[config.mk]
export PLATFORM = sky130hd
export DESIGN_NAME = mips_addr_map
export DESIGN_NICKNAME = d
export VERILOG_FILES = /design/src/mips_bus_pkg.sv /design/src/mips_map_pkg.sv /design/src/mips_addr_map.sv
export VERILOG_INCLUDE_DIRS = /design/src
export SDC_FILE = /design/constraint.sdc
export NUM_CORES = 1
export LEC_CHECK = 0
export BUFFER_PORTS_ARGS = -buffer_cell sky130_fd_sc_hd__buf_2
export CAP_MARGIN = 20
export CORE_AREA = 2 2 39 41
export DETAILED_ROUTE_END_ITERATION = 7
export DIE_AREA = 0 0 41 43
export PLACE_DENSITY = 0.71
export SYNTH_ARGS = -nofsm -noshare
export SYNTH_HDL_FRONTEND = slang
export SYNTH_SLANG_ARGS = --single-unit
export TNS_END_PERCENT = 5
[constraint.sdc]
create_clock -name vclk -period 2.1
set_input_delay 0.105 -clock vclk [all_inputs]
set_output_delay 0.105 -clock vclk [all_outputs]
set_load 0.1 [all_outputs]
[src/mips_mem_params.svh]
`ifndef MIPS_MEM_PARAMS_SVH
`define MIPS_MEM_PARAMS_SVH

// ~~~~~~~~~~~~~~~~~~~~
// Address windows.
// ~~~~~~~~~~~~~~~~~~~~
`define MIPS_DATA_BASE  32'h0000_0000
`define MIPS_DATA_BYTES 32'd3072
`define MIPS_BOOT_BASE  32'hBFC0_0000
`define MIPS_BOOT_BYTES 32'd1024

// ~~~~~~~~~~~~~~~~~~~~
// Storage.
// ~~~~~~~~~~~~~~~~~~~~
`define MIPS_RAM_WORDS  1024
`define MIPS_INDEX_BITS 10

`endif

[src/mips_bus_pkg.sv]
`default_nettype none

package mips_bus_pkg;

    // ~~~~~~~~~~~~~~~~~~~~
    // AXI response codes.
    // ~~~~~~~~~~~~~~~~~~~~
    typedef enum logic [1:0] {
        OKAY   = 2'b00,
        SLVERR = 2'b10,
        DECERR = 2'b11
    } axi_resp_t;

    // ~~~~~~~~~~~~~~~~~~~~
    // Captured transaction kind.
    // ~~~~~~~~~~~~~~~~~~~~
    typedef enum logic {
        OP_READ  = 1'b0,
        OP_WRITE = 1'b1
    } bus_op_t;

endpackage

`default_nettype wire

[src/mips_map_pkg.sv]
`default_nettype none

`include "mips_mem_params.svh"

package mips_map_pkg;

    // Which window an address hit.
    typedef enum logic [1:0] {
        REGION_DATA = 2'd0,
        REGION_BOOT = 2'd1,
        REGION_NONE = 2'd2
    } region_t;

    // Decode result handed from the map to the slave.
    typedef struct packed {
        region_t                      region;
        logic [`MIPS_INDEX_BITS-1:0]  index;
        mips_bus_pkg::axi_resp_t      resp;
    } map_result_t;

endpackage

`default_nettype wire

[src/mips_addr_map.sv]
`timescale 1ns/1ps
`default_nettype none

`include "mips_mem_params.svh"

module mips_addr_map (
    input  wire logic [31:0]               lookup_addr,
    input  wire mips_bus_pkg::bus_op_t     lookup_op,
    input  wire logic                      boot_lock,
    output mips_map_pkg::map_result_t      lookup
);

    // Boot words sit right after the data words.
    localparam logic [`MIPS_INDEX_BITS-1:0] BOOT_FIRST =
        `MIPS_INDEX_BITS'(`MIPS_DATA_BYTES / 4);

    logic [31:0] data_off;
    logic [31:0] boot_off;
    logic        in_data;
    logic        in_boot;
    logic        misaligned;

    // ~~~~~~~~~~~~~~~~~~~~
    // Window compare.
    // ~~~~~~~~~~~~~~~~~~~~
    // Offsets wrap below the base, so one unsigned compare covers both ends.
    assign data_off   = lookup_addr - `MIPS_DATA_BASE;
    assign boot_off   = lookup_addr - `MIPS_BOOT_BASE;
    assign in_data    = data_off < `MIPS_DATA_BYTES;
    assign in_boot    = boot_off < `MIPS_BOOT_BYTES;
    assign misaligned = lookup_addr[1:0] != 2'b00;

    // ~~~~~~~~~~~~~~~~~~~~
    // Index and fault.
    // ~~~~~~~~~~~~~~~~~~~~
    always_comb begin
        lookup.region = mips_map_pkg::REGION_NONE;
        lookup.index  = '0;
        lookup.resp   = mips_bus_pkg::DECERR;

        if (in_data) begin
            lookup.region = mips_map_pkg::REGION_DATA;
            lookup.index  = data_off[`MIPS_INDEX_BITS+1:2];
            lookup.resp   = mips_bus_pkg::OKAY;
        end else if (in_boot) begin
            lookup.region = mips_map_pkg::REGION_BOOT;
            lookup.index  = BOOT_FIRST + boot_off[`MIPS_INDEX_BITS+1:2];
            lookup.resp   = mips_bus_pkg::OKAY;
            // Locked boot image rejects stores.
            if (boot_lock && lookup_op == mips_bus_pkg::OP_WRITE) begin
                lookup.resp = mips_bus_pkg::SLVERR;
            end
        end

        if (lookup.region != mips_map_pkg::REGION_NONE && misaligned) begin
            lookup.resp = mips_bus_pkg::SLVERR;
        end
    end

endmodule

`default_nettype wire

## Word-level counts from Yosys, hierarchy flattened

Index checks and enable logic that the tools add are counted.

| operators by class | value |
|---|---|
| add/sub/neg operators | 2 |
| order comparisons | 2 |
| equality and inequality tests | 1 |
| multiplexer cells | 4 |
| reduce and logical (&&, ||, !) cells | 3 |

Operator list:

| kind | count |
|---|---|
| less-than comparator 32 x 11 -> 1 bit (second input constant) | 1 |
| less-than comparator 32 x 12 -> 1 bit (second input constant) | 1 |
| subtractor 32 bit (second input constant) | 1 |
| two-way mux 14 bit | 2 |
| adder 10 bit (first input constant) | 1 |
| two-way mux 2 bit | 2 |
| logical AND 1 bit | 2 |
| != test 2 bit (second input constant) | 1 |
| nonzero test 2 bit | 1 |

| storage, ports and cells | value |
|---|---|
| flip-flop bits (word level) | 0 |
| input bits | 34 |
| output and inout port bits | 14 |
| word-level logic and storage cells | 12 |

## Logic depth before layout (Yosys ltp)

Gate-level depths: netlist (run 1).

| depth | value |
|---|---|
| depth in word-level cells | 7 |
| mapped depth | 6 |
| gate-level depth less buffers | 5 |

## Worst setup path after synthesis (run 1)

No wires, ideal clock.

| path | value |
|---|---|
| path kind | input to output |
| from | input lookup_addr[10] |
| to | output lookup[2] (netlist name) |
| arrival time | 2,219 ps |
| required time | 1,995 ps |
| setup slack | -224 ps |
| stages on the path | 5 |
| path buffers | 1 |
| cells stage by stage | ha_1 > or4_1 > or4_4 > buf_6 > a21boi_2 |

RTL lines:

| item | line | source |
|---|---|---|
| from (decl) | mips_addr_map.sv:7 | `input wire logic [31:0] lookup_addr,` |
| to (decl) | mips_addr_map.sv:10 | `output mips_map_pkg::map_result_t lookup` |

==> flow_summary.json, run 1 <==
{
  "status": "complete, no violations",
  "cellPowerDensity_mw_per_mm2": 65.9,
  "ctsHoldBuffers": 0,
  "yosysSeqAreaShare_pct": 0,
  "drc_errors": 0,
  "final_cell_mix": "buf_2, buf_12, a21boi_2",
  "required_ns": 2.00,
  "setup_viol": 0,
  "slew-limit-headroom_pct": 67.6,
  "drive_gt1_share_pct": 73.3,
  "layout.nets": 124,
  "cp-start-kind": "input port",
  "grt_pass1_wl_um": 1730,
  "seq_area_sq_um": 0,
  "vias": 479,
  "rsz0062_at_grt": "no",
  "post_drt_via_cell_ratio": 4.70,
  "gp_congestion": 0.691,
  "n_fill_cell": 140,
  "cap_violations": 0,
  "placed_cell_area_sq_um": 743,
  "syn_nets": 75,
  "grt_pass1_vias": 438,
  "dr.pass1.iters": 4,
  "drt_iter0_markers": 1,
  "end_kind": "primary output",
  "worst_ep_arrival_time_ns": 1.89,
  "antennaDiodeCount": 0,
  "design.die.area_sq_mm": 0.00176,
  "grt_max_degree": 11,
  "avgRoutedWirePerCell_um": 10.5,
  "area_growth_pct": 128,
  "seqPwrFrac_pct": 0,
  "cts-resized-gates": 0,
  "clock_buffers": 0,
  "hp-class": "input port to primary output",
  "ios": 48,
  "min_to": "lookup[4]",
  "io_buffer_count": 48,
  "antenna_found_initial": 0,
  "layout_commonest_cell": "buf_2",
  "multiInputGateArea_sq_um": 292,
  "post_cts_buffers": 0,
  "chipHeight_um": 43,
  "detail-route-antenna-nets": 0,
  "seq_cells": 0,
  "final_core_util_pct": 53.7,
  "synth_cell_type_count": 21,
  "grt_usage_pct": 13.2,
  "avgSynthCellArea_sq_um": 8.37,
  "combPwrFrac_pct": 100.0,
  "rows": 14,
  "layout_min_cycle_time_ns": 1.99,
  "clock.fmax_ghz": 0.502,
  "hold-path-cell-count": 3,
  "core-area_sq_mm": 0.00138,
  "period_share_pct": 94.8,
  "leakage_nw": 0.331,
  "place_hpwl_um": 1010,
  "ir_drop_mv": 0.0389,
  "initial_core_util_pct": 23.6,
  "p_int_mw": 0.0314,
  "p_sw_share_pct": 35.9,
  "finalHoldViolCount": 0,
  "power.total_mw": 0.0490,
  "die_x_um": 41,
  "worst-slew-pin-transition_ns": 0.490,
  "min-delay-start": "lookup_addr[4]",
  "clkPwrFrac_pct": 0,
  "ys_warn_count": 0,
  "final_area_sq_um": 743,
  "synthCells": 39,
  "grt-ovfl-total": 0,
  "fin_tns_setup_ns": 0,
  "p_sw_mw": 0.0176,
  "drt-total-wl_um": 1070,
  "path_class": "input port to primary output",
  "crit_fanout": 10,
  "syn_area_sq_um": 327,
  "slew_viol_final": 0
}
==> cell usage after synthesis, types with 2 or more instances <==
cell      n  share of area (%)
inv_1     3                3.4
nor4_1    3                5.7
nor2_1    2                2.3
nand3_1   3                4.6
ha_1      2                7.7
a21boi_2  8                 28
nand2_1   3                3.4
a211o_1   2                5.4
==> worst max-delay path, cell delays in order <==
cell,delay [ns]
buf_2,0.10
ha_1,0.18
or4_1,0.39
or4_4,0.50
buf_4,0.21
a21boi_2,0.19
buf_12,0.19
==> area by class of cell <==
| cell class | instances | share of cell area [%] |
|---|---|---|
| repair buffers | 50 | 56.6 |
| inverters | 3 | 1.52 |
| multi-input cells | 33 | 39.2 |
| well taps | 16 | 2.69 |
==> power groups by stage <==
| stage | logic [mW] | clock network [mW] | registers [mW] |
|---|---|---|---|
| finish | 0.0490 | 0 | 0 |
| global route | 0.0558 | 0 | 0 |
| floorplan | 0.0155 | 0 | 0 |
| detailed placement | 0.0496 | 0 | 0 |
| global placement | 0.0486 | 0 | 0 |
| CTS | 0.0498 | 0 | 0 |
==> how the worst max path moves through the flow <==
stage / start / endpoint / slack, ns
6_report: lookup_addr[10] / lookup[5] / 0.11
5_1_grt: lookup_addr[10] / lookup[5] / 0.03
4_1_cts: lookup_addr[10] / lookup[5] / 0.09
3_5_place_dp: lookup_addr[10] / lookup[5] / 0.09
3_3_place_gp: lookup_addr[10] / lookup[11] / 0.12
2_1_floorplan: lookup_addr[10] / lookup[2] / -0.22
==> routing by layer <==
| layer | vias to the layer above | share of wire, % | track usage [%] |
|---|---|---|---|
| met5 | - | 0 | 0 |
| met4 | 0 | 0 | 0 |
| met3 | 0 | 15 | 3.14 |
| met2 | 29 | 55 | 26.3 |
| met1 | 207 | 30 | 13.4 |
| li1 | 243 | - | - |
==> kinds of logic (layout without fill, tap and decap cells) <==
logic type,Yosys count,count (layout),share of synthesized area (%)
mux,1,1,6.90
buf+inv,6,53,10.7
simple gates,18,18,32.2
compound gates,12,12,42.5
fa+ha+maj,2,2,7.66
==> per-stage QoR <==
stage / hold WS [ns] / setup slack (ns) / std cells
6_report: 0.622 / 0.109 / 102
5_1_grt: 0.630 / 0.0275 / 102
4_1_cts: 0.623 / 0.0871 / 102
3_5_place_dp: 0.623 / 0.0880 / 102
3_3_place_gp: 0.623 / 0.121 / 102
2_1_floorplan: 0.518 / -0.224 / 39
Power figures use the tool's default switching activity.
==> run 2: changes to the inputs <==
- CORE_AREA: 2 2 39 41 -> not set
- CORE_MARGIN: not set -> 2
- CORE_UTILIZATION: not set -> 25
- DIE_AREA: 0 0 41 43 -> not set
- PLACE_DENSITY: 0.71 -> 0.72
==> flow_summary.json, run 2 (synthesis results as in run 1) <==
{
  "worst_slack_ns": 0.118,
  "ctsHoldBuffers": 0,
  "cellPowerDensity_mw_per_mm2": 65.8,
  "gp_congestion": 0.652,
  "hp-class": "input port to primary output",
  "slew_viol_final": 0,
  "clock_buffers": 0,
  "worst-slew-pin-transition_ns": 0.483,
  "drt-total-wl_um": 1060,
  "place_ws_ns": 0.102,
  "path_class": "input port to primary output",
  "fin_cells": 102,
  "final_area_sq_um": 749,
  "avgRoutedWirePerCell_um": 10.4,
  "cp-start-kind": "input port",
  "grt_pass1_wl_um": 1650,
  "ios": 48,
  "grt_max_degree": 12,
  "antenna_found_initial": 0,
  "finalHoldViolCount": 0,
  "layout.nets": 125,
  "post_cts_buffers": 0,
  "grt_pass1_vias": 447,
  "rsz0062_at_grt": "no",
  "placed_cell_area_sq_um": 749,
  "cts-resized-gates": 0,
  "hold-path-cell-count": 3,
  "drt_iter0_markers": 2,
  "chipHeight_um": 40.1,
  "n_fill_cell": 113,
  "dr.pass1.iters": 2,
  "initial_core_util_pct": 26.1,
  "place_hpwl_um": 973,
  "drc_errors": 0,
  "status": "complete, no violations",
  "end_kind": "primary output",
  "layout_min_cycle_time_ns": 1.98,
  "cap_violations": 0,
  "vias": 471,
  "die_x_um": 40.1,
  "leakage_nw": 0.335,
  "antennaDiodeCount": 0,
  "ir_drop_mv": 0.0481,
  "cpPeakStageDelay_ns": 0.51,
  "io_buffer_count": 48,
  "seq_area_sq_um": 0,
  "post_drt_via_cell_ratio": 4.62,
  "design.die.area_sq_mm": 0.00161,
  "cpMaxStageDelayCell": "or4_4",
  "worst_ep_arrival_time_ns": 1.88,
  "setup_viol": 0,
  "required_ns": 2.00,
  "slew-limit-headroom_pct": 68.0,
  "clock.fmax_ghz": 0.505,
  "period_share_pct": 94.4,
  "final_cell_mix": "buf_2, buf_12, a21boi_2",
  "area_growth_pct": 130,
  "detail-route-antenna-nets": 0,
  "rows": 13,
  "seq_cells": 0,
  "drive_gt1_share_pct": 73.6,
  "crit_fanout": 8,
  "grt-ovfl-total": 0,
  "dp.cells": 102,
  "path_cells": "buf_2 -> ha_1 -> or4_1 -> or4_4 -> buf_4 -> a21boi_2 -> buf_12",
  "core-area_sq_mm": 0.00125,
  "grt_usage_pct": 14.0,
  "layout_commonest_cell": "buf_2"
}
-- run 2: cell count changes in the layout (fill, tap and decap cells not counted), sizes merged --
cell	delta
buf	+1
-- run 2: per-stage QoR --
stage	util (%)	power, mW	hold WS [ns]	setup TNS [ns]
after floorplan	-	0.0155	0.518	-1.79
after global routing	59.8	0.0552	0.635	0
final	59.8	0.0493	0.623	0
after CTS	59.8	0.0501	0.625	0
after global placement	59.8	0.0490	0.623	0
after detailed placement	59.8	0.0499	0.624	0
-- run 2: final cells by class --
class	count	area, sq um	share of cell area (%)
timing repair buffer	51	428	57.1
multi-input combinational	33	292	38.9
tap	15	18.8	2.50
inverter	3	11.3	1.50
-- run 2: power breakdown --
part           leakage [nW]  switching [mW]  internal, mW  total (mW)
Sequential                0               0             0           0
Clock                     0               0             0           0
Combinational         0.335          0.0178        0.0315      0.0493
Total                 0.335          0.0178        0.0315      0.0493
-- run 2: path summary, 6_finish.rpt --
kind	start	endpoint	slack (ns)
hold / removal	lookup_addr[7]	lookup[7]	0.62
setup / recovery	lookup_addr[10]	lookup[4]	0.12
-- run 2: critical path, delay by kind of cell --
kind / cells / cell delay, ns
compound gates: 1 / 0.19
fa+ha+maj: 1 / 0.18
buf+inv: 3 / 0.51
simple gates: 2 / 0.90
-- run 2: metal layers --
layer / vias to the layer above / share of wire [%] / track usage, %
li1: 245 / - / -
met1: 197 / 38 / 18.0
met2: 29 / 50 / 26.2
met3: 0 / 12 / 1.11
met4: 0 / 0 / 0
met5: - / 0 / 0
==> run 3: changes to the inputs <==
- clock period: 2.1 -> 2.14 ns (I/O delays scaled with it)
==> flow_summary.json, run 3 (synthesis results as in run 1) <==
{
  "io_buffer_count": 48,
  "cpPeakStageDelay_ns": 0.56,
  "chipHeight_um": 40.1,
  "routed.top_layer": "met3",
  "grt_pass1_vias": 449,
  "finalHoldViolCount": 0,
  "ctsHoldBuffers": 0,
  "design.die.area_sq_mm": 0.00161,
  "grt-ovfl-total": 0,
  "grt_pass1_wl_um": 1750,
  "area_growth_pct": 130,
  "avgRoutedWirePerCell_um": 11.3,
  "antenna_found_initial": 0,
  "place_hpwl_um": 1020,
  "worst_ep_arrival_time_ns": 1.96,
  "final_core_util_pct": 59.8,
  "ios": 48,
  "gp_congestion": 0.647,
  "clock.fmax_ghz": 0.484,
  "crit_buf_inv": 3,
  "leakage_nw": 0.335,
  "period_share_pct": 96.5,
  "power.total_mw": 0.0495,
  "layout.nets": 124,
  "slew-limit-headroom_pct": 68.0,
  "die_x_um": 40.1,
  "final_area_sq_um": 749,
  "ir_drop_mv": 0.0409,
  "layout_min_cycle_time_ns": 2.07,
  "drive_gt1_share_pct": 73.3,
  "met2_length_um": 628,
  "slew_viol_final": 0,
  "drc_errors": 0,
  "detail-route-antenna-nets": 0,
  "antennaDiodeCount": 0,
  "status": "complete, no violations",
  "drt-total-wl_um": 1150,
  "crit_family": "simple AND/OR/NAND/NOR gates",
  "clock_buffers": 0,
  "setup_viol": 0,
  "drt_iter0_markers": 1,
  "required_ns": 2.03,
  "vias": 473,
  "cap_violations": 0,
  "end_kind": "primary output",
  "dr.pass1.iters": 2,
  "post_drt_via_cell_ratio": 4.68,
  "rows": 13,
  "seq_cells": 0,
  "worst-slew-pin-transition_ns": 0.483,
  "path_cells": "buf_2 -> ha_1 -> or4_1 -> or4_4 -> buf_4 -> a21boi_2 -> buf_12",
  "m1WireLength_um": 378,
  "cellPowerDensity_mw_per_mm2": 66.0,
  "cpMaxStageDelayCell": "or4_4",
  "placed_cell_area_sq_um": 742,
  "rsz0062_at_grt": "no",
  "final_cell_mix": "buf_2, buf_12, a21boi_2",
  "grt_usage_pct": 15.2,
  "core-area_sq_mm": 0.00125,
  "layout_commonest_cell": "buf_2",
  "seq_area_sq_um": 0,
  "initial_core_util_pct": 26.1,
  "crit_fanout": 8,
  "path_class": "input port to primary output",
  "wl_met3_um": 138,
  "cp-start-kind": "input port",
  "grt_max_degree": 12,
  "hp-class": "input port to primary output"
}
-- run 3: cell count changes in the layout (fill, tap and decap cells not counted), sizes merged --
| cell | change |
|---|---|
| buf | -1 |
-- run 3: worst paths after layout --
kind                        start         to  slack, ns  cells past startpoint
hold / removal     lookup_addr[7]  lookup[7]       0.62                      3
setup / recovery  lookup_addr[10]  lookup[5]       0.07                      7
-- run 3: what timing repair did --
item | CTS | global route
resized for setup | 0 | 1
setup endpoints to repair | 0 | 1
hold endpoints to repair | 0 | 0
setup buffers | 0 | 0
-- run 3: cell type report --
| type | count | area (sq um) |
|---|---|---|
| Multi-Input combinational cell | 33 | 299 |
| Tap cell | 15 | 18.8 |
| Inverter | 3 | 11.3 |
| Timing Repair Buffer | 50 | 420 |
| Fill cell | 115 | 503 |
-- run 3: report_power, final --
group	total [mW]	internal [mW]	leakage, nW	switching [mW]
sequential	0	0	0	0
clock	0	0	0	0
combinational	0.0495	0.0313	0.335	0.0182
-- run 3: routing by layer --
metal | global-route usage (%) | vias up
met3 | 1.67 | 0
li1 | - | 243
met5 | 0 | -
met4 | 0 | 0
met2 | 33.9 | 29
met1 | 14.9 | 201
-- run 3: per-stage QoR --
step	setup slack [ns]	hold WS, ns	cells	TNS (ns)
final	0.0740	0.621	101	0
after global routing	0.000337	0.632	101	0
after CTS	0.0542	0.627	101	0
after detailed placement	0.0536	0.628	101	0
after global placement	0.124	0.627	101	0
after floorplan	-0.188	0.522	39	-1.50
