[src/mips_mem_params.svh]
`ifndef MIPS_MEM_PARAMS_SVH
`define MIPS_MEM_PARAMS_SVH

// ~~~~~~~~~~~~~~~~~~~~
// Address windows.
// ~~~~~~~~~~~~~~~~~~~~
`define MIPS_DATA_BASE  32'h0000_0000
`define MIPS_DATA_BYTES 32'd3072
`define MIPS_BOOT_BASE  32'hBFC0_0000
`define MIPS_BOOT_BYTES 32'd1024

// ~~~~~~~~~~~~~~~~~~~~
// Storage.
// ~~~~~~~~~~~~~~~~~~~~
`define MIPS_RAM_WORDS  1024
`define MIPS_INDEX_BITS 10

`endif

[src/mips_bus_pkg.sv]
`default_nettype none

package mips_bus_pkg;

    // ~~~~~~~~~~~~~~~~~~~~
    // AXI response codes.
    // ~~~~~~~~~~~~~~~~~~~~
    typedef enum logic [1:0] {
        OKAY   = 2'b00,
        SLVERR = 2'b10,
        DECERR = 2'b11
    } axi_resp_t;

    // ~~~~~~~~~~~~~~~~~~~~
    // Captured transaction kind.
    // ~~~~~~~~~~~~~~~~~~~~
    typedef enum logic {
        OP_READ  = 1'b0,
        OP_WRITE = 1'b1
    } bus_op_t;

endpackage

`default_nettype wire

[src/mips_map_pkg.sv]
`default_nettype none

`include "mips_mem_params.svh"

package mips_map_pkg;

    // Which window an address hit.
    typedef enum logic [1:0] {
        REGION_DATA = 2'd0,
        REGION_BOOT = 2'd1,
        REGION_NONE = 2'd2
    } region_t;

    // Decode result handed from the map to the slave.
    typedef struct packed {
        region_t                      region;
        logic [`MIPS_INDEX_BITS-1:0]  index;
        mips_bus_pkg::axi_resp_t      resp;
    } map_result_t;

endpackage

`default_nettype wire

[src/mem_req_if.sv]
`timescale 1ns/1ps
`default_nettype none

`include "mips_mem_params.svh"

interface mem_req_if;

    logic                         valid;
    logic                         write;
    logic [`MIPS_INDEX_BITS-1:0]  index;
    logic [3:0]                   strb;
    logic [31:0]                  wdata;
    logic [31:0]                  rdata;

    // Bus side issues the request.
    modport ctrl (
        output valid,
        output write,
        output index,
        output strb,
        output wdata,
        input  rdata
    );

    // Storage side answers with registered read data.
    modport mem (
        input  valid,
        input  write,
        input  index,
        input  strb,
        input  wdata,
        output rdata
    );

endinterface

`default_nettype wire

[src/axil_mem_slave.sv]
`timescale 1ns/1ps
`default_nettype none

module axil_mem_slave (
    input  wire logic                     clk,
    input  wire logic                     arst_n,
    input  wire logic [31:0]              awaddr,
    input  wire logic                     awvalid,
    output logic                          awready,
    input  wire logic [31:0]              wdata,
    input  wire logic [3:0]               wstrb,
    input  wire logic                     wvalid,
    output logic                          wready,
    output mips_bus_pkg::axi_resp_t       bresp,
    output logic                          bvalid,
    input  wire logic                     bready,
    input  wire logic [31:0]              araddr,
    input  wire logic                     arvalid,
    output logic                          arready,
    output logic [31:0]                   rdata,
    output mips_bus_pkg::axi_resp_t       rresp,
    output logic                          rvalid,
    input  wire logic                     rready,
    output logic [31:0]                   lookup_addr,
    output mips_bus_pkg::bus_op_t         lookup_op,
    input  wire mips_map_pkg::map_result_t lookup,
    mem_req_if.ctrl                       req
);

    typedef enum logic [1:0] {
        IDLE,
        ISSUE,
        RESP
    } state_t;

    state_t                  state;
    mips_bus_pkg::bus_op_t   op_q;
    logic                    aw_held;
    logic                    w_held;
    logic [31:0]             awaddr_q;
    logic [31:0]             araddr_q;
    logic [31:0]             wdata_q;
    logic [3:0]              wstrb_q;
    mips_bus_pkg::axi_resp_t resp_q;
    logic                    ar_hs;
    logic                    aw_hs;
    logic                    w_hs;
    logic                    aw_done;
    logic                    w_done;
    logic                    resp_hs;

    // ~~~~~~~~~~~~~~~~~~~~
    // Handshakes.
    // ~~~~~~~~~~~~~~~~~~~~
    // A pending read wins, write channels wait.
    assign arready = (state == IDLE) && arvalid;
    assign awready = (state == IDLE) && !arvalid && !aw_held;
    assign wready  = (state == IDLE) && !arvalid && !w_held;

    assign ar_hs   = arvalid && arready;
    assign aw_hs   = awvalid && awready;
    assign w_hs    = wvalid && wready;
    assign aw_done = aw_held || aw_hs;
    assign w_done  = w_held || w_hs;
    assign resp_hs = (bvalid && bready) || (rvalid && rready);

    always_ff @(posedge clk or negedge arst_n) begin
        if (!arst_n) begin
            state   <= IDLE;
            op_q    <= mips_bus_pkg::OP_READ;
            aw_held <= 1'b0;
            w_held  <= 1'b0;
        end else begin
            case (state)
                IDLE: begin
                    if (ar_hs) begin
                        state <= ISSUE;
                        op_q  <= mips_bus_pkg::OP_READ;
                    end else if (aw_done && w_done) begin
                        state   <= ISSUE;
                        op_q    <= mips_bus_pkg::OP_WRITE;
                        aw_held <= 1'b0;
                        w_held  <= 1'b0;
                    end else begin
                        if (aw_hs) aw_held <= 1'b1;
                        if (w_hs)  w_held  <= 1'b1;
                    end
                end
                ISSUE:   state <= RESP;
                RESP:    if (resp_hs) state <= IDLE;
                default: state <= IDLE;
            endcase
        end
    end

    // Captured payload.
    always_ff @(posedge clk) begin
        if (aw_hs) awaddr_q <= awaddr;
        if (ar_hs) araddr_q <= araddr;
        if (w_hs) begin
            wdata_q <= wdata;
            wstrb_q <= wstrb;
        end
        if (state == ISSUE) resp_q <= lookup.resp;
    end

    // ~~~~~~~~~~~~~~~~~~~~
    // Map and memory request.
    // ~~~~~~~~~~~~~~~~~~~~
    assign lookup_addr = (op_q == mips_bus_pkg::OP_READ) ? araddr_q : awaddr_q;
    assign lookup_op   = op_q;

    assign req.valid = (state == ISSUE) && (lookup.resp == mips_bus_pkg::OKAY)
                       && (lookup.region != mips_map_pkg::REGION_NONE);
    assign req.write = op_q == mips_bus_pkg::OP_WRITE;
    assign req.index = lookup.index;
    assign req.strb  = wstrb_q;
    assign req.wdata = wdata_q;

    // ~~~~~~~~~~~~~~~~~~~~
    // Responses.
    // ~~~~~~~~~~~~~~~~~~~~
    assign bvalid = (state == RESP) && (op_q == mips_bus_pkg::OP_WRITE);
    assign rvalid = (state == RESP) && (op_q == mips_bus_pkg::OP_READ);
    assign bresp  = resp_q;
    assign rresp  = resp_q;
    // RAM output holds until the next read, so it is safe to pass through.
    assign rdata  = (resp_q == mips_bus_pkg::OKAY) ? req.rdata : 32'h0;

    a_one_resp: assert property (@(posedge clk) disable iff (!arst_n)
        !(bvalid && rvalid));

    a_r_stable: assert property (@(posedge clk) disable iff (!arst_n)
        rvalid && !rready |=> $stable(rdata) && $stable(rresp));

endmodule

`default_nettype wire

[src/flat_wrapper.sv]
// flat-port wrapper written by rule: the top's interface ports become plain ports
module axil_mem_slave_flat 
  (clk, arst_n, awaddr, awvalid, awready, wdata, wstrb, wvalid, wready, bresp, bvalid, bready, araddr, arvalid, arready, rdata, rresp, rvalid, rready, lookup_addr, lookup_op, lookup, req_valid, req_write, req_index, req_strb, req_wdata, req_rdata);
  mem_req_if req_i ();
  input  wire logic clk;
  input  wire logic arst_n;
  input  wire logic [31:0] awaddr;
  input  wire logic awvalid;
  output logic awready;
  input  wire logic [31:0] wdata;
  input  wire logic [3:0] wstrb;
  input  wire logic wvalid;
  output logic wready;
  output mips_bus_pkg::axi_resp_t bresp;
  output logic bvalid;
  input  wire logic bready;
  input  wire logic [31:0] araddr;
  input  wire logic arvalid;
  output logic arready;
  output logic [31:0] rdata;
  output mips_bus_pkg::axi_resp_t rresp;
  output logic rvalid;
  input  wire logic rready;
  output logic [31:0] lookup_addr;
  output mips_bus_pkg::bus_op_t lookup_op;
  input  wire mips_map_pkg::map_result_t lookup;
  output wire logic [$bits(req_i.valid)-1:0] req_valid;
  output wire logic [$bits(req_i.write)-1:0] req_write;
  output wire logic [$bits(req_i.index)-1:0] req_index;
  output wire logic [$bits(req_i.strb)-1:0] req_strb;
  output wire logic [$bits(req_i.wdata)-1:0] req_wdata;
  input wire logic [$bits(req_i.rdata)-1:0] req_rdata;
  assign req_valid = req_i.valid;
  assign req_write = req_i.write;
  assign req_index = req_i.index;
  assign req_strb = req_i.strb;
  assign req_wdata = req_i.wdata;
  assign req_i.rdata = req_rdata;
  axil_mem_slave u_core (.clk(clk), .arst_n(arst_n), .awaddr(awaddr), .awvalid(awvalid), .awready(awready), .wdata(wdata), .wstrb(wstrb), .wvalid(wvalid), .wready(wready), .bresp(bresp), .bvalid(bvalid), .bready(bready), .araddr(araddr), .arvalid(arvalid), .arready(arready), .rdata(rdata), .rresp(rresp), .rvalid(rvalid), .rready(rready), .lookup_addr(lookup_addr), .lookup_op(lookup_op), .lookup(lookup), .req(req_i));
endmodule
[config.mk]
export PLATFORM = sky130hd
export DESIGN_NAME = axil_mem_slave_flat
export DESIGN_NICKNAME = d
export VERILOG_FILES = /design/src/mips_bus_pkg.sv /design/src/mips_map_pkg.sv /design/src/mem_req_if.sv /design/src/axil_mem_slave.sv /design/src/flat_wrapper.sv
export VERILOG_INCLUDE_DIRS = /design/src
export SDC_FILE = /design/constraint.sdc
export NUM_CORES = 1
export LEC_CHECK = 0
export BUFFER_PORTS_ARGS = -buffer_cell sky130_fd_sc_hd__buf_2
export CAP_MARGIN = 25
export CORE_AREA = 2 2 107 109
export DETAILED_ROUTE_END_ITERATION = 16
export DIE_AREA = 0 0 109 111
export PLACE_DENSITY = 0.84
export SYNTH_ARGS = -nofsm -noshare
export SYNTH_HDL_FRONTEND = slang
export SYNTH_SLANG_ARGS = --single-unit
[constraint.sdc]
create_clock -name clk -period 5.05 [get_ports clk]
set_clock_uncertainty 0.1 [all_clocks]
set_input_delay 0.505 -clock clk [delete_from_list [all_inputs] [get_ports clk]]
set_output_delay 0.505 -clock clk [all_outputs]
set_load 0.01 [all_outputs]
# [Word-level counts from Yosys, hierarchy flattened]
# Index checks and enable logic that the tools add are counted.
[word_totals] mem_bits_ro=0 input_bits=153 memories=0 mem_bits_rw=0 register_bits=107 output_inout_bits=122 latchBits=0
[classes] shifts=0 div_mod_pow=0 order_cmp=0 n_mux=12 eq_ne=5 reduce_logical=30 bitwise=2 addsub=0 multipliers=0
[ops] cell="32-bit 2-to-1 mux" count=2
[ops] cell="1-bit logical AND" count=14
[ops] cell="2-bit zero test" count=3
[ops] cell="1-bit 2-to-1 mux" count=6
[ops] cell="2-bit 2-to-1 mux" count=3
[ops] cell="2-bit one-hot mux with 3 select lines" count=1
[ops] cell="3-bit AND reduction" count=2
[ops] cell="2-bit nonzero test" count=3
[ops] cell="2-bit AND reduction" count=2
[ops] cell="1-bit zero test" count=3
[ops] cell="1-bit logical OR" count=3
[ops] cell="3-bit by 2-bit inequality test with 1-bit output (second input constant)" count=1
[ops] cell="2-bit by 1-bit == test with 1-bit output (second input constant)" count=1
[ops] cell="2-bit == test (second input constant)" count=1
[ops] cell="2-bit by 1-bit inequality test with 1-bit output (second input constant)" count=1
[ops] cell="2-bit inequality test (second input constant)" count=1
[ops] cell="1-bit inverter" count=2

# [Longest topological paths before layout]
# Gate-level depths: netlist (run 1).
[depth] word_depth=9 depth_mapped=4

# [Least setup slack after synthesis (run 1)]
# Ideal clock, no wire load.
[synth_path] path_kind="input port to output port" start="input port arvalid" end="output port arready" n_path_buf=0 path_slack_ns=1.310 stages=1 required_ns=4.445 arrival_ns=3.135 cell_sequence="nor3b_1"
[synth_between] elab_chain_cells=1
[synth_lines] element="from (decl)" line="flat_wrapper.sv:18" text="input wire logic arvalid;"
[synth_lines] element="1-bit logical AND" line="axil_mem_slave.sv:56" text="assign arready = (state == IDLE) && arvalid;"
[synth_lines] element="to (decl)" line="flat_wrapper.sv:19" text="output logic arready;"
# Every way passes these cells.

# [Final worst setup path (run 1)]
[layout_path] start="register u_core.state[0]" end="output port arready"
[layout_between] elab_chain_cells=2
[layout_lines] element="from (decl)" line="axil_mem_slave.sv:36" text="state_t state;"
[layout_lines] element="from (signal assigned)" line="axil_mem_slave.sv:69" text="state <= IDLE;"
[layout_lines] element="from (signal assigned)" line="axil_mem_slave.sv:77" text="state <= ISSUE;"
[layout_lines] element="from (signal assigned)" line="axil_mem_slave.sv:80" text="state <= ISSUE;"
[layout_lines] element="2-bit zero test" line="axil_mem_slave.sv:56"
[layout_lines] element="1-bit logical AND" line="axil_mem_slave.sv:56"
# Every way passes these cells.

==> results of run 1 <==
[cell usage after synthesis]
cell / n / share of area
a2111oi_0: 1 / 0.0022
a211oi_1: 2 / 0.0037
and2_1: 32 / 0.049
buf_2: 4 / 0.0049
buf_4: 13 / 0.024
buf_6: 1 / 0.0028
clkbuf_1: 3 / 0.0028
dfrtp_1: 5 / 0.031
edfxtp_1: 102 / 0.75
inv_1: 4 / 0.0037
mux2_1: 1 / 0.0028
mux2_2: 32 / 0.088
nand2b_1: 2 / 0.0031
nor2_1: 7 / 0.0065
nor3b_1: 1 / 0.0018
nor3b_2: 2 / 0.0061
nor4b_1: 2 / 0.0043
o21ai_0: 1 / 0.0012
o21ba_2: 1 / 0.0025
o22a_1: 2 / 0.0043
o22ai_1: 1 / 0.0015
or3_1: 1 / 0.0015
[worst max-delay path, delay by kind of cell (launching register included)]
| kind | cells | cell delay [ns] |
|---|---|---|
| simple gates | 1 | 0.73 |
| flops | 1 | 0.47 |
| buf+inv | 1 | 0.27 |
[layer usage]
| metal | vias up | global-route usage | part of all wire |
|---|---|---|---|
| li1 | 1306 | - | - |
| met1 | 1351 | 0.167 | 0.33 |
| met2 | 150 | 0.317 | 0.57 |
| met3 | 22 | 0.0506 | 0.079 |
| met4 | 0 | 0.0667 | 0.022 |
| met5 | - | 0 | 0 |
[cell families after synthesis]
group | after synthesis | synth area share
AOI/OAI and AO/OA | 8 | 0.0154
buffers and inverters | 25 | 0.0381
DFF | 107 | 0.783
muxes | 33 | 0.0912
and+or+nand+nor | 47 | 0.0725
[registers in the layout, indices dropped and copies added (netlist names)]
name,count
u_core.araddr_q,32
u_core.awaddr_q,32
u_core.req.wdata,32
u_core.req.strb,4
u_core.bresp,2
u_core.state,2
u_core.aw_held,1
u_core.lookup_op,1
u_core.w_held,1
[power by group through the flow]
stage	combinational, W	sequential [W]	clock [W]
floorplan	0.000409	0.00122	0
CTS	0.000717	0.00120	0.000668
detailed placement	0.000714	0.00122	0
finish	0.000703	0.00120	0.000650
global placement	0.000701	0.00121	0
global route	0.000769	0.00121	0.000698
[area by class of cell]
type | count | share of cell area
multi-input cells | 88 | 0.130
well taps | 143 | 0.0312
inverters | 4 | 0.00262
repair buffers | 260 | 0.230
flip-flops and latches | 107 | 0.556
clock buffers | 9 | 0.0393
clock inverters | 7 | 0.00917
diodes | 2 | 0.000873
[final timing paths]
path	from	endpoint	slack (ns)
setup reg to reg	u_core.state[0]	u_core.req.strb[0]	2.89
min in group asynchronous	arst_n	u_core.aw_held	0.40
hold / removal	wdata[13]	u_core.req.wdata[13]	0.23
max in group asynchronous	arst_n	u_core.lookup_op	4.31
setup / recovery	u_core.state[0]	arready	2.63
hold reg to reg	u_core.state[1]	u_core.state[0]	0.52
[metrics by stage]
stage | cell area (sq um) | worst slack (ns) | hold WS [ns] | total power (W) | utilization
5_1_grt | 5730 | 2.47 | 0.215 | 0.00268 | 0.517
3_3_place_gp | 5430 | 2.79 | 0.222 | 0.00191 | 0.490
3_5_place_dp | 5440 | 2.72 | 0.226 | 0.00193 | 0.491
6_report | 5730 | 2.63 | 0.232 | 0.00255 | 0.517
4_1_cts | 5730 | 2.54 | 0.219 | 0.00258 | 0.517
2_1_floorplan | 4070 | 1.31 | 0.109 | 0.00163 | -
==> flow_metrics.py, run 1 <==
metrics = {
    "status": {
        "status": "completed",
    },
    "flow_run": {
        "cap_violations": 0,
    },
    "hold_path": {
        "hp-class": "primary input to flip-flop",
        "whs_path_depth": 1,
    },
    "clocking": {
        "clk_pin_slew_ns": 0.07,
        "cts-root-buf": "clkbuf_16",
        "clock_latency_ns": 0.34,
        "ctsHoldBuffers": 1,
        "cts_tree": "built",
        "cts_sinks": 107,
        "clock_path_buffers": 2,
        "postCtsSetupBuffers": 0,
        "cts-buffers-inserted": 9,
        "h-tree-depth": 3,
        "cts_resized": 0,
    },
    "power": {
        "power_switching_w": 0.000756,
        "powerDensity_mw_per_mm2": 445,
        "p_leak_nw": 2.50,
        "peakVddDrop_mv": 0.253,
        "internal-power_w": 0.00180,
        "seqPwrFrac": 0.470,
        "sw_frac_of_total": 0.296,
        "clkPwrFrac": 0.255,
        "p_comb_frac": 0.275,
    },
    "sta": {
        "period_needed_ns": 2.42,
        "relSlewSlack": 0.444,
        "final-hold-violation-count": 0,
        "rsz0062_at_grt": "false",
        "slew_viol_final": 0,
        "final.setup.tns_ns": 0,
        "tightest_slew_ns": 0.831,
        "fmax_mhz": 413,
        "period_share": 0.480,
        "setup_viol": 0,
    },
    "cells_and_area": {
        "fillCellCount": 949,
        "drive_gt1_frac": 0.653,
        "multi_input_area_sq_um": 747,
        "final_common_cell": "buf_2",
        "nets": 623,
        "final-seq-area_sq_mm": 0.00319,
        "area_growth_pct": 40.7,
        "final_cell_mix": "buf_2 (254), edfxtp_1 (102), mux2_2 (32), and2_1 (32), clkbuf_16 (9)",
        "fin_cells": 620,
    },
    "route": {
        "dr_total_vias": 2829,
        "drc_errors": 0,
        "antenna_left": 0,
        "dr.pass1.iters": 4,
        "vias_per_cell": 4.56,
        "drt_first_iter_violations": 175,
        "wl_per_cell_um": 16.4,
        "routed_wl_um": 10100,
    },
    "global_routing": {
        "grt_start_max_net_pins": 37,
        "grt_pass1_wl_um": 15000,
        "gr-total-overflow": 0,
        "grt_pass1_vias": 2959,
        "antenna_found_initial": 2,
        "track_usage": 0.168,
    },
    "logic_synthesis": {
        "synthesis.area_sq_mm": 0.00407,
        "ys_seq_area_frac": 0.783,
        "avgSynthCellArea_sq_um": 18.5,
        "ys_warn_count": 0,
        "synth_nets": 373,
        "synth_cell_types": 22,
        "ys_ff_latch": 107,
        "syn_inst": 220,
    },
    "die": {
        "die_x_um": 109,
        "num_rows": 39,
        "die_h_um": 111,
        "initial_core_util": 0.368,
        "io_pins": 275,
        "die_area_sq_mm": 0.0121,
        "coreArea_sq_mm": 0.0111,
    },
    "setup_path": {
        "crit_chain": "nor3b_2, buf_2",
        "cp_slowest_cell": "nor3b_2",
        "cp.required_ns": 4.45,
        "slowest_delay_ns": 0.73,
        "crit_type": "flip-flop to output pin",
        "cp.arrival_ns": 1.82,
        "endpoint_kind": "output pin",
        "start_kind": "flip-flop",
        "r2r_cells": 3,
        "worstPathMaxFanout": 10,
    },
    "place": {
        "dpl.hpwl_um": 7880,
        "place_inst": 601,
        "gp_congestion": 0.807,
        "io_buffers": 254,
    },
}
(Power assumes the default switching activity.)
==> run 2: changes to the inputs <==
--- a/config.mk
+++ b/config.mk
@@ -8,10 +8,10 @@
 export LEC_CHECK = 0
 export BUFFER_PORTS_ARGS = -buffer_cell sky130_fd_sc_hd__buf_2
 export CAP_MARGIN = 25
-export CORE_AREA = 2 2 107 109
+export CORE_AREA = 2 2 108 110
 export DETAILED_ROUTE_END_ITERATION = 16
-export DIE_AREA = 0 0 109 111
-export PLACE_DENSITY = 0.84
+export DIE_AREA = 0 0 110 112
+export PLACE_DENSITY = 0.83
 export SYNTH_ARGS = -nofsm -noshare
 export SYNTH_HDL_FRONTEND = slang
 export SYNTH_SLANG_ARGS = --single-unit
==> constraint.sdc (replaced) <==
create_clock -name clk -period 2.4 [get_ports clk]
set_clock_uncertainty 0.1 [all_clocks]
set_input_delay 0.24 -clock clk [delete_from_list [all_inputs] [get_ports clk]]
set_output_delay 0.24 -clock clk [all_outputs]
set_load 0.01 [all_outputs]
==> run 2 against run 1 <==
Design area grew 20%; power grew 130%; first-iteration DRC count shrank 25%; global-route usage grew 2.9 points; critical path depth grew 1; die area grew 1.8%; core utilization grew 9.6 points; via count grew 17%; clock power grew 140%; non-clock buffer count grew 103; combinational power grew 140%; sequential power grew 110%; largest power group unchanged; highest routed layer unchanged.
==> flow_metrics.py, run 2 (synthesis results as in run 1) <==
metrics = {
    "sta": {
        "fmax_mhz": 473,
        "setup_viol": 0,
        "tightest_slew_ns": 0.452,
        "relSlewSlack": 0.691,
        "period_needed_ns": 2.12,
        "final-hold-violation-count": 0,
        "whs_ns": 0.129,
        "period_share": 0.882,
        "slew_viol_final": 0,
        "rsz0062_at_grt": "false",
        "final.setup.tns_ns": 0,
    },
    "die": {
        "die_x_um": 110,
        "initial_core_util": 0.364,
        "die_area_sq_mm": 0.0123,
        "io_pins": 275,
        "coreArea_sq_mm": 0.0112,
        "die_h_um": 112,
        "num_rows": 39,
    },
    "clocking": {
        "cts-buffers-inserted": 9,
        "cts_resized": 0,
        "clock_path_buffers": 2,
        "clock_latency_ns": 0.34,
        "h-tree-depth": 3,
        "cts_sinks": 107,
        "clk_pin_slew_ns": 0.07,
        "cts-root-buf": "clkbuf_16",
        "cts_tree": "built",
    },
    "cells_and_area": {
        "final_common_cell": "buf_2",
        "fillCellCount": 820,
        "final_cell_mix": "buf_2 (254), dlygate4sd3_1 (103), edfxtp_1 (102), mux2_2 (32), and2_1 (32)",
        "drive_gt1_frac": 0.540,
        "area_growth_pct": 68.2,
        "stdcell_area_sq_mm": 0.00685,
        "finish.utilization": 0.613,
        "nets": 726,
    },
    "setup_path": {
        "cp.required_ns": 2.06,
        "r2r_slack_ns": 0.43,
        "r2r_cells": 3,
        "endpoint_kind": "output pin",
        "cp.arrival_ns": 1.78,
        "crit_type": "flip-flop to output pin",
        "start_kind": "flip-flop",
        "reg2reg_to": "u_core.awaddr_q[0]",
        "worstPathMaxFanout": 8,
        "r2r_start": "u_core.state[1]",
    },
    "hold_path": {
        "whs_path_depth": 3,
        "min-delay-start": "arvalid",
        "hold_end": "u_core.state[0]",
        "hp-class": "primary input to flip-flop",
    },
    "global_routing": {
        "gr-total-overflow": 0,
        "grt_start_max_net_pins": 37,
        "grt_pass1_wl_um": 17800,
        "track_usage": 0.197,
        "antenna_found_initial": 3,
        "grt_pass1_vias": 3499,
    },
    "power": {
        "power_switching_w": 0.00166,
        "powerDensity_mw_per_mm2": 847,
        "clkPwrFrac": 0.273,
        "seqPwrFrac": 0.436,
        "p_comb_frac": 0.291,
        "internal-power_w": 0.00414,
        "peakVddDrop_mv": 0.593,
        "sw_frac_of_total": 0.287,
        "p_leak_nw": 2.97,
    },
    "route": {
        "drc_errors": 0,
        "dr_total_vias": 3320,
        "drt_first_iter_violations": 132,
        "routed_wl_um": 12200,
        "antenna_left": 0,
        "vias_per_cell": 4.59,
        "dr.pass1.iters": 4,
        "wl_per_cell_um": 16.9,
    },
    "flow_run": {
        "cap_violations": 0,
    },
    "place": {
        "dpl_cell_area_sq_mm": 0.00549,
        "io_buffers": 254,
        "dpl.hpwl_um": 7440,
        "gp_congestion": 0.884,
    },
    "status": {
        "status": "completed",
    },
}
## run 2: changes by cell type in the layout (fill, tap and decap cells not counted), moves of 2 or more
cell and delta:
buf_4 -2, buf_12 +3, dlygate4sd3_1 +102, bufinv_16 +2
## run 2: area by class of cell
| cell class | count | area, sq um | area share |
|---|---|---|---|
| Antenna cell | 3 | 7.51 | 0.00110 |
| Clock inverter | 7 | 98.8 | 0.0144 |
| Sequential cell | 107 | 3190 | 0.465 |
| Tap cell | 143 | 179 | 0.0261 |
| Timing Repair Buffer | 363 | 2380 | 0.348 |
| Clock buffer | 9 | 225 | 0.0329 |
| Inverter | 4 | 15.0 | 0.00219 |
| Multi-Input combinational cell | 88 | 753 | 0.110 |
## run 2: power groups by stage
stage | sequential [W] | combinational [W] | clock (W)
global placement | 0.00253 | 0.00152 | 0
detailed placement | 0.00256 | 0.00155 | 0
CTS | 0.00252 | 0.00169 | 0.00160
finish | 0.00253 | 0.00169 | 0.00159
global route | 0.00255 | 0.00184 | 0.00168
floorplan | 0.00257 | 0.000871 | 0
## run 2: repair_timing
item	CTS	global route
endpoints found under the setup margin	0	0
hold buffers	103	0
setup buffers	0	0
hold endpoints to repair	107	0
## run 2: metal layers
layer | track usage | wire (um)
met2 | 0.356 | 6700
met1 | 0.193 | 4040
met4 | 0.122 | 582
met5 | 0 | 0
met3 | 0.0550 | 925
## run 2: worst max path at each step
stage,start,endpoint,slack [ns],cells after the start
floorplan,u_core.state[0],u_core.araddr_q[0],-0.03,1
global placement,u_core.state[1],u_core.awaddr_q[23],0.52,3
detailed placement,u_core.state[1],u_core.awaddr_q[24],0.45,3
CTS,u_core.state[1],req_valid,0.27,3
global route,u_core.state[1],req_valid,0.14,3
finish,u_core.state[1],req_valid,0.28,3
## run 2: stage by stage
step	instances	power (W)	setup slack (ns)
after detailed placement	602	0.00411	0.448
after global placement	602	0.00406	0.521
after CTS	721	0.00581	0.265
final	724	0.00580	0.284
after floorplan	220	0.00344	-0.0328
after global routing	724	0.00607	0.142
## run 2: worst max-delay path, stage by stage (launching register included)
cell and delay [ns]:
dfrtp_1 0.48, nand2b_1 0.25, a2111oi_0 0.48, buf_2 0.22
